$ cat config.mk
export PLATFORM = sky130hd
export DESIGN_NAME = pipeline
export DESIGN_NICKNAME = d
export VERILOG_FILES = /design/src/verilog/core_pkg.sv /design/src/verilog/decode_stage.sv /design/src/verilog/execute_stage.sv /design/src/verilog/fetch_stage.sv /design/src/verilog/memory_stage.sv /design/src/verilog/pipeline.sv
export SDC_FILE = /design/constraint.sdc
export NUM_CORES = 2
export LEC_CHECK = 0
export BUFFER_PORTS_ARGS = -buffer_cell sky130_fd_sc_hd__buf_2
export CORE_MARGIN = 3
export CORE_UTILIZATION = 57
export DETAILED_ROUTE_END_ITERATION = 10
export PLACE_DENSITY = 0.77
export SYNTH_ARGS = -nofsm -noshare
export SYNTH_HDL_FRONTEND = slang
export SYNTH_SLANG_ARGS = --single-unit
export TNS_END_PERCENT = 10
$ cat constraint.sdc
create_clock -name clk -period 9.55 [get_ports clk]
set_clock_uncertainty 0.2 [all_clocks]
set_input_delay 0.4775 -clock clk [delete_from_list [all_inputs] [get_ports clk]]
set_output_delay 0.4775 -clock clk [all_outputs]
set_load 0.02 [all_outputs]
$ cat src/verilog/core_pkg.sv
package core_pkg;

	localparam int xlen = 32;
	localparam logic [xlen-1:0] reset_pc = '0;

	// axprot values for instruction and data accesses
	localparam logic [2:0] imem_prot = 3'b110;
	localparam logic [2:0] dmem_prot = 3'b010;

	localparam logic [6:0] op_reg    = 7'b0110011;
	localparam logic [6:0] op_imm    = 7'b0010011;
	localparam logic [6:0] op_lui    = 7'b0110111;
	localparam logic [6:0] op_load   = 7'b0000011;
	localparam logic [6:0] op_store  = 7'b0100011;
	localparam logic [6:0] op_branch = 7'b1100011;
	localparam logic [6:0] op_jal    = 7'b1101111;

	typedef enum logic [2:0] {
		alu_add,
		alu_sub,
		alu_and,
		alu_or,
		alu_xor,
		alu_pass_b
	} alu_op_e;

	typedef struct packed {
		logic [6:0] funct7;
		logic [4:0] rs2;
		logic [4:0] rs1;
		logic [2:0] funct3;
		logic [4:0] rd;
		logic [6:0] opcode;
	} r_fmt_t;

	typedef struct packed {
		logic [11:0] imm12;
		logic [4:0]  rs1;
		logic [2:0]  funct3;
		logic [4:0]  rd;
		logic [6:0]  opcode;
	} i_fmt_t;

	typedef struct packed {
		logic [6:0] imm_hi;
		logic [4:0] rs2;
		logic [4:0] rs1;
		logic [2:0] funct3;
		logic [4:0] imm_lo;
		logic [6:0] opcode;
	} s_fmt_t;

	// one instruction word seen through three field layouts
	typedef union packed {
		r_fmt_t r_fmt;
		i_fmt_t i_fmt;
		s_fmt_t s_fmt;
	} instr_u;

	typedef struct packed {
		logic [xlen-1:0] pc;
		instr_u          instr;
	} if_id_t;

	typedef struct packed {
		logic [xlen-1:0] pc;
		logic [xlen-1:0] op_a;
		logic [xlen-1:0] op_b;
		logic [xlen-1:0] store_data;
		logic [xlen-1:0] imm;
		logic [4:0]      rd;
		logic            rd_we;
		alu_op_e         alu_op;
		logic            is_load;
		logic            is_store;
		logic            is_branch;
		logic            branch_ne;
		logic            is_jal;
	} id_ex_t;

	typedef struct packed {
		logic [xlen-1:0] result;
		logic [xlen-1:0] store_data;
		logic [4:0]      rd;
		logic            rd_we;
		logic            is_load;
		logic            is_store;
	} ex_mem_t;

	typedef struct packed {
		logic            we;
		logic [4:0]      rd;
		logic [xlen-1:0] data;
	} wb_t;

	typedef struct packed {
		logic            valid;
		logic [xlen-1:0] target;
	} redirect_t;

endpackage

$ cat src/verilog/decode_stage.sv
`timescale 1ns/1ps

module decode_stage import core_pkg::*;
(
	input	logic		clk,
	input	logic		rst_n,

	input	if_id_t		in,
	input	logic		in_valid,
	output	logic		in_ready,

	output	id_ex_t		out,
	output	logic		out_valid,
	input	logic		out_ready,

	input	id_ex_t		ex_busy,
	input	logic		ex_valid,
	input	ex_mem_t	mem_busy,
	input	logic		mem_valid,

	input	wb_t		wb,
	input	redirect_t	redirect
);

	logic	[xlen-1:0]	regs [32];
	instr_u				ir;
	logic	[4:0]		rs1;
	logic	[4:0]		rs2;
	logic	[xlen-1:0]	rs1_val;
	logic	[xlen-1:0]	rs2_val;
	logic	[xlen-1:0]	i_imm;
	logic	[xlen-1:0]	s_imm;
	logic	[xlen-1:0]	b_imm;
	logic	[xlen-1:0]	u_imm;
	logic	[xlen-1:0]	j_imm;
	logic				use_rs1;
	logic				use_rs2;
	logic				hazard;
	id_ex_t				dec;

	// rd of an older writer still in flight
	function automatic logic pending(input logic [4:0] idx);
		pending = (ex_valid && ex_busy.rd_we && ex_busy.rd == idx)
			|| (mem_valid && mem_busy.rd_we && mem_busy.rd == idx);
	endfunction

	assign ir = in.instr;
	assign rs1 = ir.r_fmt.rs1;
	assign rs2 = ir.r_fmt.rs2;

	// write-first against the writeback port
	assign rs1_val = (rs1 == 5'd0) ? '0 : (wb.we && wb.rd == rs1) ? wb.data : regs[rs1];
	assign rs2_val = (rs2 == 5'd0) ? '0 : (wb.we && wb.rd == rs2) ? wb.data : regs[rs2];

	assign i_imm = {{20{ir.i_fmt.imm12[11]}}, ir.i_fmt.imm12};
	assign s_imm = {{20{ir.s_fmt.imm_hi[6]}}, ir.s_fmt.imm_hi, ir.s_fmt.imm_lo};
	assign b_imm = {{20{ir.s_fmt.imm_hi[6]}}, ir.s_fmt.imm_lo[0], ir.s_fmt.imm_hi[5:0],
		ir.s_fmt.imm_lo[4:1], 1'b0};
	assign u_imm = {ir.i_fmt.imm12, ir.i_fmt.rs1, ir.i_fmt.funct3, 12'b0};
	assign j_imm = {{12{ir.i_fmt.imm12[11]}}, ir.i_fmt.rs1, ir.i_fmt.funct3,
		ir.i_fmt.imm12[0], ir.i_fmt.imm12[10:1], 1'b0};

	always_comb begin
		dec = '0;
		dec.pc = in.pc;
		dec.rd = ir.r_fmt.rd;
		dec.op_a = rs1_val;
		dec.op_b = rs2_val;
		dec.store_data = rs2_val;
		dec.alu_op = alu_add;
		use_rs1 = 1'b0;
		use_rs2 = 1'b0;
		case (ir.r_fmt.opcode)
			op_reg: begin
				use_rs1 = 1'b1;
				use_rs2 = 1'b1;
				dec.rd_we = 1'b1;
				case (ir.r_fmt.funct3)
					3'b000: dec.alu_op = ir.r_fmt.funct7[5] ? alu_sub : alu_add;
					3'b100: dec.alu_op = alu_xor;
					3'b110: dec.alu_op = alu_or;
					3'b111: dec.alu_op = alu_and;
					default: dec.alu_op = alu_add;
				endcase
			end
			op_imm, op_load: begin
				use_rs1 = 1'b1;
				dec.rd_we = 1'b1;
				dec.imm = i_imm;
				dec.op_b = i_imm;
				dec.is_load = (ir.r_fmt.opcode == op_load);
			end
			op_lui: begin
				dec.rd_we = 1'b1;
				dec.imm = u_imm;
				dec.op_b = u_imm;
				dec.alu_op = alu_pass_b;
			end
			op_store: begin
				use_rs1 = 1'b1;
				use_rs2 = 1'b1;
				dec.imm = s_imm;
				dec.op_b = s_imm;
				dec.is_store = 1'b1;
			end
			op_branch: begin
				use_rs1 = 1'b1;
				use_rs2 = 1'b1;
				dec.imm = b_imm;
				dec.is_branch = 1'b1;
				dec.branch_ne = ir.r_fmt.funct3[0];
			end
			op_jal: begin
				dec.rd_we = 1'b1;
				dec.imm = j_imm;
				dec.is_jal = 1'b1;
			end
			default: ;
		endcase
		dec.rd_we = dec.rd_we && (dec.rd != 5'd0);
	end

	assign hazard = in_valid && ((use_rs1 && pending(rs1)) || (use_rs2 && pending(rs2)));
	assign in_ready = (!out_valid || out_ready) && !hazard;

	always_ff @(posedge clk) begin
		if (!rst_n) begin
			for (int i = 0; i < 32; i++) begin
				regs[i] <= '0;
			end
		end else if (wb.we) begin
			regs[wb.rd] <= wb.data;
		end
	end

	always_ff @(posedge clk) begin
		if (!rst_n) begin
			out_valid <= 1'b0;
		end else if (redirect.valid) begin
			out_valid <= 1'b0;
		end else if (in_valid && in_ready) begin
			out_valid <= 1'b1;
			out <= dec;
		end else if (out_ready) begin
			out_valid <= 1'b0;
		end
	end

	// memory only forwards rd_we set here
	a_no_x0_write: assert property (@(posedge clk) disable iff (!rst_n)
		wb.we |-> wb.rd != 5'd0);

endmodule

$ cat src/verilog/execute_stage.sv
`timescale 1ns/1ps

module execute_stage import core_pkg::*;
(
	input	logic		clk,
	input	logic		rst_n,

	input	id_ex_t		in,
	input	logic		in_valid,
	output	logic		in_ready,

	output	ex_mem_t	out,
	output	logic		out_valid,
	input	logic		out_ready,

	output	redirect_t	redirect
);

	logic	[xlen-1:0]	alu_res;
	logic	[xlen-1:0]	target;
	logic	[xlen-1:0]	target_q;
	logic				taken;
	logic				taken_q;
	ex_mem_t			res;

	always_comb begin
		case (in.alu_op)
			alu_add: alu_res = in.op_a + in.op_b;
			alu_sub: alu_res = in.op_a - in.op_b;
			alu_and: alu_res = in.op_a & in.op_b;
			alu_or:  alu_res = in.op_a | in.op_b;
			alu_xor: alu_res = in.op_a ^ in.op_b;
			default: alu_res = in.op_b;
		endcase
	end

	assign taken = in.is_jal || (in.is_branch && ((in.op_a == in.op_b) != in.branch_ne));
	assign target = in.pc + in.imm;

	always_comb begin
		res.result = in.is_jal ? in.pc + 32'd4 : alu_res;
		res.store_data = in.store_data;
		res.rd = in.rd;
		res.rd_we = in.rd_we;
		res.is_load = in.is_load;
		res.is_store = in.is_store;
	end

	assign in_ready = !out_valid || out_ready;

	// fires as the taken branch moves on to memory
	assign redirect.valid = out_valid && out_ready && taken_q;
	assign redirect.target = target_q;

	always_ff @(posedge clk) begin
		if (!rst_n) begin
			out_valid <= 1'b0;
			taken_q <= 1'b0;
		end else if (redirect.valid) begin
			// wrong-path instruction behind the branch
			out_valid <= 1'b0;
		end else if (in_valid && in_ready) begin
			out_valid <= 1'b1;
			out <= res;
			taken_q <= taken;
			target_q <= target;
		end else if (out_ready) begin
			out_valid <= 1'b0;
		end
	end

	// only a branch or jump redirects, never a load or store
	a_redirect_branch: assert property (@(posedge clk) disable iff (!rst_n)
		redirect.valid |-> !out.is_load && !out.is_store);

endmodule

$ cat src/verilog/fetch_stage.sv
`timescale 1ns/1ps

module fetch_stage import core_pkg::*;
(
	input	logic				clk,
	input	logic				rst_n,

	input	redirect_t			redirect,

	output	if_id_t				out,
	output	logic				out_valid,
	input	logic				out_ready,

	output	logic	[xlen-1:0]	imem_araddr,
	output	logic				imem_arvalid,
	input	logic				imem_arready,
	input	logic	[xlen-1:0]	imem_rdata,
	input	logic				imem_rvalid,
	output	logic				imem_rready
);

	logic	[xlen-1:0]	pc;
	logic				r_wait;
	logic				stale;
	logic				busy;
	logic				issue;
	logic				r_beat;

	assign busy = imem_arvalid || r_wait;
	assign imem_rready = r_wait;
	assign r_beat = r_wait && imem_rvalid;

	// one read at a time, and only once if_id has room
	assign issue = !busy && (!out_valid || out_ready) && !redirect.valid;

	always_ff @(posedge clk) begin
		if (!rst_n) begin
			pc <= reset_pc;
			imem_arvalid <= 1'b0;
			r_wait <= 1'b0;
			stale <= 1'b0;
			out_valid <= 1'b0;
		end else begin
			if (redirect.valid) begin
				pc <= redirect.target;
			end else if (issue) begin
				pc <= pc + 32'd4;
			end

			if (issue) begin
				imem_arvalid <= 1'b1;
				imem_araddr <= pc;
			end else if (imem_arvalid && imem_arready) begin
				imem_arvalid <= 1'b0;
				r_wait <= 1'b1;
			end
			if (r_beat) begin
				r_wait <= 1'b0;
			end

			// read still in flight when the redirect lands gets dropped
			if (redirect.valid && busy && !r_beat) begin
				stale <= 1'b1;
			end else if (r_beat) begin
				stale <= 1'b0;
			end

			if (redirect.valid) begin
				out_valid <= 1'b0;
			end else if (r_beat && !stale) begin
				out_valid <= 1'b1;
				out.pc <= imem_araddr;
				out.instr <= imem_rdata;
			end else if (out_ready) begin
				out_valid <= 1'b0;
			end
		end
	end

	a_ar_hold: assert property (@(posedge clk) disable iff (!rst_n)
		imem_arvalid && !imem_arready |=> imem_arvalid && $stable(imem_araddr));

endmodule

$ cat src/verilog/memory_stage.sv
`timescale 1ns/1ps

module memory_stage import core_pkg::*;
(
	input	logic				clk,
	input	logic				rst_n,

	input	ex_mem_t			in,
	input	logic				in_valid,
	output	logic				in_ready,

	output	wb_t				wb,

	output	logic	[xlen-1:0]	dmem_awaddr,
	output	logic				dmem_awvalid,
	input	logic				dmem_awready,
	output	logic	[xlen-1:0]	dmem_wdata,
	output	logic	[3:0]		dmem_wstrb,
	output	logic				dmem_wvalid,
	input	logic				dmem_wready,
	input	logic				dmem_bvalid,
	output	logic				dmem_bready,
	output	logic	[xlen-1:0]	dmem_araddr,
	output	logic				dmem_arvalid,
	input	logic				dmem_arready,
	input	logic	[xlen-1:0]	dmem_rdata,
	input	logic				dmem_rvalid,
	output	logic				dmem_rready
);

	typedef enum logic [1:0] {
		st_idle,
		st_read,
		st_write,
		st_wresp
	} state_e;

	state_e	state;

	// payload held by execute until this stage accepts it
	assign dmem_araddr = in.result;
	assign dmem_awaddr = in.result;
	assign dmem_wdata = in.store_data;
	assign dmem_wstrb = 4'b1111;

	assign dmem_rready = (state == st_read);
	assign dmem_bready = (state == st_wresp);

	assign in_ready = (state == st_idle && in_valid && !in.is_load && !in.is_store)
		|| (dmem_rready && dmem_rvalid)
		|| (dmem_bready && dmem_bvalid);

	always_ff @(posedge clk) begin
		if (!rst_n) begin
			state <= st_idle;
			dmem_arvalid <= 1'b0;
			dmem_awvalid <= 1'b0;
			dmem_wvalid <= 1'b0;
			wb.we <= 1'b0;
		end else begin
			wb.we <= in_ready && in.rd_we;
			wb.rd <= in.rd;
			wb.data <= dmem_rready ? dmem_rdata : in.result;

			case (state)
				st_idle: begin
					if (in_valid && in.is_load) begin
						dmem_arvalid <= 1'b1;
						state <= st_read;
					end else if (in_valid && in.is_store) begin
						dmem_awvalid <= 1'b1;
						dmem_wvalid <= 1'b1;
						state <= st_write;
					end
				end
				st_read: begin
					if (dmem_arready) begin
						dmem_arvalid <= 1'b0;
					end
					if (dmem_rvalid) begin
						state <= st_idle;
					end
				end
				st_write: begin
					if (dmem_awready) begin
						dmem_awvalid <= 1'b0;
					end
					if (dmem_wready) begin
						dmem_wvalid <= 1'b0;
					end
					// aw and w may finish in either order
					if ((!dmem_awvalid || dmem_awready) && (!dmem_wvalid || dmem_wready)) begin
						state <= st_wresp;
					end
				end
				default: begin
					if (dmem_bvalid) begin
						state <= st_idle;
					end
				end
			endcase
		end
	end

	a_ld_st_excl: assert property (@(posedge clk) disable iff (!rst_n)
		!((dmem_arvalid || dmem_rready) && (dmem_awvalid || dmem_wvalid || dmem_bready)));

endmodule

$ cat src/verilog/pipeline.sv
`timescale 1ns/1ps

module pipeline import core_pkg::*;
(
	input	logic				clk,
	input	logic				rst_n,

	// read-only imem port
	output	logic	[xlen-1:0]	imem_axi_araddr,
	output	logic	[2:0]		imem_axi_arprot,
	output	logic				imem_axi_arvalid,
	input	logic				imem_axi_arready,
	input	logic	[xlen-1:0]	imem_axi_rdata,
	input	logic				imem_axi_rvalid,
	output	logic				imem_axi_rready,

	// dmem port
	output	logic	[xlen-1:0]	dmem_axi_awaddr,
	output	logic	[2:0]		dmem_axi_awprot,
	output	logic				dmem_axi_awvalid,
	input	logic				dmem_axi_awready,
	output	logic	[xlen-1:0]	dmem_axi_wdata,
	output	logic	[3:0]		dmem_axi_wstrb,
	output	logic				dmem_axi_wvalid,
	input	logic				dmem_axi_wready,
	input	logic				dmem_axi_bvalid,
	output	logic				dmem_axi_bready,
	output	logic	[xlen-1:0]	dmem_axi_araddr,
	output	logic	[2:0]		dmem_axi_arprot,
	output	logic				dmem_axi_arvalid,
	input	logic				dmem_axi_arready,
	input	logic	[xlen-1:0]	dmem_axi_rdata,
	input	logic				dmem_axi_rvalid,
	output	logic				dmem_axi_rready
);

	if_id_t		if_id;
	logic		if_id_valid;
	logic		if_id_ready;
	id_ex_t		id_ex;
	logic		id_ex_valid;
	logic		id_ex_ready;
	ex_mem_t	ex_mem;
	logic		ex_mem_valid;
	logic		ex_mem_ready;
	wb_t		wb;
	redirect_t	redirect;

	assign imem_axi_arprot = imem_prot;
	assign dmem_axi_arprot = dmem_prot;
	assign dmem_axi_awprot = dmem_prot;

	fetch_stage fetch_stage_inst
	(
		.clk(clk),
		.rst_n(rst_n),
		.redirect(redirect),
		.out(if_id),
		.out_valid(if_id_valid),
		.out_ready(if_id_ready),
		.imem_araddr(imem_axi_araddr),
		.imem_arvalid(imem_axi_arvalid),
		.imem_arready(imem_axi_arready),
		.imem_rdata(imem_axi_rdata),
		.imem_rvalid(imem_axi_rvalid),
		.imem_rready(imem_axi_rready)
	);

	// scoreboard sees the id_ex and ex_mem registers
	decode_stage decode_stage_inst
	(
		.clk(clk),
		.rst_n(rst_n),
		.in(if_id),
		.in_valid(if_id_valid),
		.in_ready(if_id_ready),
		.out(id_ex),
		.out_valid(id_ex_valid),
		.out_ready(id_ex_ready),
		.ex_busy(id_ex),
		.ex_valid(id_ex_valid),
		.mem_busy(ex_mem),
		.mem_valid(ex_mem_valid),
		.wb(wb),
		.redirect(redirect)
	);

	execute_stage execute_stage_inst
	(
		.clk(clk),
		.rst_n(rst_n),
		.in(id_ex),
		.in_valid(id_ex_valid),
		.in_ready(id_ex_ready),
		.out(ex_mem),
		.out_valid(ex_mem_valid),
		.out_ready(ex_mem_ready),
		.redirect(redirect)
	);

	memory_stage memory_stage_inst
	(
		.clk(clk),
		.rst_n(rst_n),
		.in(ex_mem),
		.in_valid(ex_mem_valid),
		.in_ready(ex_mem_ready),
		.wb(wb),
		.dmem_awaddr(dmem_axi_awaddr),
		.dmem_awvalid(dmem_axi_awvalid),
		.dmem_awready(dmem_axi_awready),
		.dmem_wdata(dmem_axi_wdata),
		.dmem_wstrb(dmem_axi_wstrb),
		.dmem_wvalid(dmem_axi_wvalid),
		.dmem_wready(dmem_axi_wready),
		.dmem_bvalid(dmem_axi_bvalid),
		.dmem_bready(dmem_axi_bready),
		.dmem_araddr(dmem_axi_araddr),
		.dmem_arvalid(dmem_axi_arvalid),
		.dmem_arready(dmem_axi_arready),
		.dmem_rdata(dmem_axi_rdata),
		.dmem_rvalid(dmem_axi_rvalid),
		.dmem_rready(dmem_axi_rready)
	);

endmodule
== Word level (Yosys, flattened, before mapping) ==
Memory sizes are Yosys's and may differ from the RTL's. A register that Yosys moved wholly into a read port is not among the register bits.
Cells that the tools add are included.

* Mux-type cells: 51
* Equality and inequality tests: 33
* Reduce and logical (&&, ||, !) cells: 89
* Bitwise logic cells: 6
* Add/sub/neg operators: 5

{| class="wikitable"
|+ Operators with widths
! kind !! number
|-
| case mux 32 bit (5 select lines) || 2
|-
| two-way mux 32 bit || 7
|-
| case mux 32 bit (3 select lines) || 1
|-
| adder 32 x 3 -> 32 bit, second input constant || 2
|-
| adder 32 bit || 2
|-
| logical AND 1 bit || 33
|-
| AND 32 bit || 1
|-
| equality test 32 bit || 1
|-
| bitwise OR 32 bit || 1
|-
| OR reduction 32 bit || 1
|-
| subtractor 32 bit || 1
|-
| XOR 32 bit || 1
|-
| two-way mux 1 bit || 27
|-
| equality test 5 bit || 5
|-
| equality test 7 x 6 -> 1 bit, second input constant || 3
|-
| nonzero test 2 bit || 8
|-
| equality test 7 bit, second input constant || 2
|-
| inequality test 2 bit, second input constant || 7
|-
| equality test 3 bit, second input constant || 4
|-
| zero test 1 bit || 12
|-
| logical OR 1 bit || 12
|-
| two-way mux 2 bit || 6
|-
| case mux 3 bit (4 select lines) || 1
|-
| AND reduction 3 bit || 4
|-
| other kinds (24) || 40
|}

* Output and inout bits: 148
* Input bits: 73
* Bits in registers: 424
* Word-level logic and storage cells: 222
* Memory bits (writable): 1024
* Memories: 1

{| class="wikitable"
|+ Memories
! memory !! depth !! bits a word !! read ports !! clocked after Yosys merged registers in !! wr ports !! RTL line !! source
|-
| decode_stage_inst.regs || 32 || 32 || 2 || 2 || 32 || decode_stage.sv:25 || <nowiki>logic [xlen-1:0] regs [32];</nowiki>
|}

== Longest topological paths before layout ==
* Depth in word-level cells: 14
* Mapped depth: 13
* Gate-level depth less buffers: 13

== Hierarchy ==
A second synthesis with hierarchy kept.

* Cell total of the unflattened synthesis: 6363
* Area total of the unflattened synthesis: 81859.8 um2

{| class="wikitable"
|+ Modules (own cells, without submodules)
! module !! instances !! sequential area each (um2) !! cells an instance !! area each (um2)
|-
| decode_stage || 1 || 35994.5 || 4461 || 62955.4
|-
| execute_stage || 1 || 3163.0 || 1331 || 11178.2
|-
| fetch_stage || 1 || 3603.5 || 350 || 5077.4
|-
| memory_stage || 1 || 1231.2 || 210 || 2573.7
|-
| pipeline || 1 || 0.0 || 11 || 75.1
|}

== Worst setup path after synthesis ==
No wires, ideal clock.

* Path type: input port to flip-flop
* Start point: in dmem_axi_bvalid
* End point: reg decode_stage_inst.out[0] (netlist name) (enable)
* Stages: 7
* Path buffers: 1
* Data arrival time: 8749 ps
* Slack: -110 ps
* Cells stage by stage: mux2_1 nand2_1 nand2_1 nand3_1 clkbuf_1 nand3_1 nor2_1

* Word-level cells in the longest chain between the ends: 7
* Elaborated cells between the ends (all ways): 10
* Classes of those cells: 1 x bitwise; 9 x reduce/logical

{| class="wikitable"
|+ RTL lines
! item !! RTL line !! source
|-
| start: declaration || pipeline.sv:26 || <nowiki>input logic dmem_axi_bvalid,</nowiki>
|-
| logical AND 1 bit * || memory_stage.sv:51 || <nowiki>|| (dmem_bready && dmem_bvalid);</nowiki>
|-
| logical OR 1 bit * || memory_stage.sv:51 ||
|-
| logical OR 1 bit || execute_stage.sv:49 || <nowiki>assign in_ready = !out_valid || out_ready;</nowiki>
|-
| logical OR 1 bit || decode_stage.sv:124 || <nowiki>assign in_ready = (!out_valid || out_ready) && !hazard;</nowiki>
|-
| logical AND 1 bit || decode_stage.sv:124 ||
|-
| logical AND 1 bit || decode_stage.sv:141 || <nowiki>end else if (in_valid && in_ready) begin</nowiki>
|-
| AND reduction 3 bit (no source line) * || - ||
|-
| end signal: assignment || decode_stage.sv:143 || <nowiki>out <= dec;</nowiki>
|-
| end: declaration || decode_stage.sv:12 || <nowiki>output id_ex_t out,</nowiki>
|}

Every way passes the cells marked *; elsewhere a longest branch is shown, timed or not.
A chain may end at the register's enable or synchronous reset.

==> summary.md <==
| Metric | Value |
|---|---|
| Most frequent cells in the layout | `1435 x edfxtp_1, 1038 x and2_1, 640 x mux4_2` |
| Dpl ws | `between 4000 and 5000 ps` |
| Detail Placement HPWL | `around 160000 um` |
| I/O pin cnt | `around 220` |
| Synth Flop Type | `edfxtp_1` |
| Fin. Hold Viols | `0` |
| Seq cells post-synth | `1485` |
| Initial core utilization | `57.84%` |
| Top delay family on crit path | `multiplexers` |
| Routed vias | `52855` |
| Die Wd | `380.9 um` |
| Synth Cell Area | `between 80000 and 90000 sq um` |
| Setup_tns | `0 ps` |
| Period Utilization, post-route | `47.86%` |
| Vias in the first global route | `about 53000` |
| Synth area leader | `edfxtp_1` |
| Nets | `5882` |
| CP Max Fanout | `89` |
| Vias/cell | `approximately 7` |
| Setup Fix Bufs, Post-CTS | `0` |
| CTS max path bufs | `3` |
| Comb power frac | `roughly 6.0%` |
| Max-Cap Viols | `0` |
| Hold Path Class | `input port to flip-flop` |
| Leakage | `about 32 nW` |
| Final Instance Count excl. Fillers | `7664` |
| Worst setup EP type | `flip-flop` |
| Area of the core | `between 100000 and 150000 sq um` |
| Drt first pass iters | `7` |
| Critical path, cell by cell | `buf_12, buf_12, mux4_2, mux4_2, mux2i_1, nor2_1, a21oi_1, o21ai_0` |
| Ys async rst share | `0%` |
| Sequential share of the synthesized area | `55.04%` |
| Element type at the critical path start | `flip-flop` |
| Setup violations, final | `0` |
| Fmax | `about 220 MHz` |
| Leading post-synthesis cells by cell area | `edfxtp_1 54%, mux4_2 18%, and2_1 8.1%` |
| Routed Wire Length | `around 250000 um` |
| Cts bufs inserted | `~160` |
| Slew Viols, Final | `0` |
| Fin worst setup slack | `4979 ps` |
| Clock power share | `a little over two fifths` |
| Synth cell types | `87` |
| Fraction of power spent switching nets | `between 20 and 25%` |
| Internal power | `between 0.01 and 0.015 W` |
| Die Y | `about 380 um` |
| CTS H-Tree Depth | `4` |
| CP max stage delay | `730 ps` |
| Dpl cells | `about 7300` |
| First-pass GRT wire length | `between 300000 and 400000 um` |
| P per Cell Area | `between 150 and 200 nW/um^2` |
| Max IR drop VDD | `roughly 0.19 mV` |
| CP Buf/Inv Count | `2` |
| Routed len/inst | `between 30 and 40 um` |
| CTS sink count | `1485` |
| Pin count of the biggest net entering global routing | `about 180` |
| Synth Warn # | `0` |
| # DRC | `0` |
| Unrepaired setup endpoints after global routing | `false` |
| Status | `completed` |
| Antenna violations before repair | `8` |
| Gpl congestion | `around 1.0` |
| CTS Root Buffer Type | `clkbuf_16` |
| CP required | `a little under 10000 ps` |
| Clock Latency Late Sink | `roughly 810 ps` |
| Crit path kind | `flip-flop to flip-flop` |
| Slew margin rel. | `between 10% and 20%` |
| Rows | `around 140` |
| Most common cell after layout, fill and taps aside | `edfxtp_1` |
| Share of layout cells above drive strength 1 | `between 20% and 30%` |
| Total GRT Usage | `a little over a third` |
| Total die area | `145100 sq um` |
| Count of flip-flops with a built-in enable after synthesis | `1435` |
| CTS tree | `built` |
| Clock-pin slew on the worst setup and hold paths | `60 ps` |
| Layout Area Growth over Synthesis | `9.974%` |
| Critical Path AT | `4870 ps` |
| Post-layout util | `a little under two thirds` |
| Routed Antenna Nets | `0` |
| IO Port Bufs | `~210` |
| Grt ovf | `0` |
| Share of Yosys cell area claimed by the top area cell type | `a little over half` |
| 1st-iter DRT viols | `roughly 8000` |
| Cell count after synthesis | `5695` |
| Avg Cell Area, Syn | `about 14 sq um` |
| Final min period | `about 4600 ps` |
| Net switching power | `0.003329 W` |
| Worst slew pin tran | `1338 ps` |
| Sequential power share | `about 52%` |
| Slowest stage cell, crit path | `dfxtp_4` |
path summary, 6_finish.rpt:
kind                            slack, ps                                   end  cells past startpoint                               start
worst max-delay path                 4980  decode_stage_inst.out[102]$_DFFE_PP_                      8                           flip-flop
worst min-delay path                  190     fetch_stage_inst.out[4]$_DFFE_PP_                      2                   imem_axi_rdata[4]
worst max register to register       4980  decode_stage_inst.out[102]$_DFFE_PP_                      8                           flip-flop
worst min register to register        220  decode_stage_inst.out[154]$_DFFE_PP_                      0  fetch_stage_inst.out[44]$_DFFE_PP_
Yosys cell counts (all sizes together), types with 7 or more instances:
cell type	n
nor2	287
mux4	640
or3	32
a22o	10
o31ai	16
o21a	9
a21o	43
nand3	63
nor3	43
a211oi	64
or2	7
o211ai	18
inv	127
and3	25
nand4	29
edfxtp	1435
mux2i	74
a21oi	205
xnor2	83
o21ai	195
a311oi	18
xor2	41
and4	7
o22ai	14
a221oi	11
buf	214
dfxtp	50
a31oi	21
and2	1039
o21bai	12
ha	136
nor4	11
nand2b	10
clkbuf	384
nor2b	25
nand2	159
mux2	35
a22oi	12
kinds of logic after synthesis:
kind of cell | after synthesis | synth area share, %
flip-flops | 1485 | 55.04
AO/OA/AOI/OAI | 711 | 5.627
AND/OR/NAND/NOR | 1758 | 12.29
XOR/XNOR | 124 | 1.356
other | 2 | 0.009375
multiplexers | 749 | 19.41
buffers and inverters | 727 | 4.072
adder cells (fa/ha/maj) | 139 | 2.199
final cells by class:
cell class,instances,area (sq um)
repair buffers,404,2789
diodes,2,5.005
clock inverters,91,949.7
inverters,129,484.2
clock buffers,196,4159
fillers,9686,50410
flip-flops and latches,1485,44110
well taps,1863,2331
multi-input cells,3494,33270
power by group through the flow:
stage	clock, W	sequential, W	combinational (W)
3_5_place_dp	0	0.00760	0.000812
4_1_cts	0.00613	0.00747	0.000840
2_1_floorplan	0	0.00754	0.000534
3_3_place_gp	0	0.00758	0.000802
6_report	0.00611	0.00747	0.000862
5_1_grt	0.00639	0.00749	0.000893
metal layers:
metal	GRT usage [%]	vias to the layer above	wire, um
met1	43.26	26216	82340
met4	20.96	4	18440
met3	9.819	995	34250
li1	-	21429	-
met2	54.82	4211	118300
met5	0	-	32
state kept, by name, indices dropped and copies added (netlist names), 2 cells and up, named ones only:
name,cells
decode_stage_inst.regs,1024
decode_stage_inst.out,174
execute_stage_inst.out,72
fetch_stage_inst.out,64
memory_stage_inst.wb,38
execute_stage_inst.target_q,32
fetch_stage_inst.imem_araddr,32
fetch_stage_inst.pc,32
memory_stage_inst.state,2
worst register-to-register path: cells and delay by family, from the launching register on:
family          cells  cell delay (ps)
mux                 3             1750
buf+inv             2             1210
flops               1              730
compound gates      2              280
simple gates        1               90
metrics by stage:
step,instance area [sq um],total power (W),hold WS (ps)
after floorplan,80150,0.008073,200.3
after global placement,82270,0.008385,201.4
after detailed placement,82270,0.008411,204.5
after CTS,88100,0.01443,157.4
after global routing,88100,0.01477,171.2
final,88100,0.01445,193.6
what timing repair did:
action,4_1_cts,5_1_grt
gates resized for setup,0,0
hold buffers,72,0
hold endpoints to repair,101,0
No activity file was read; power rests on OpenSTA's default activity.
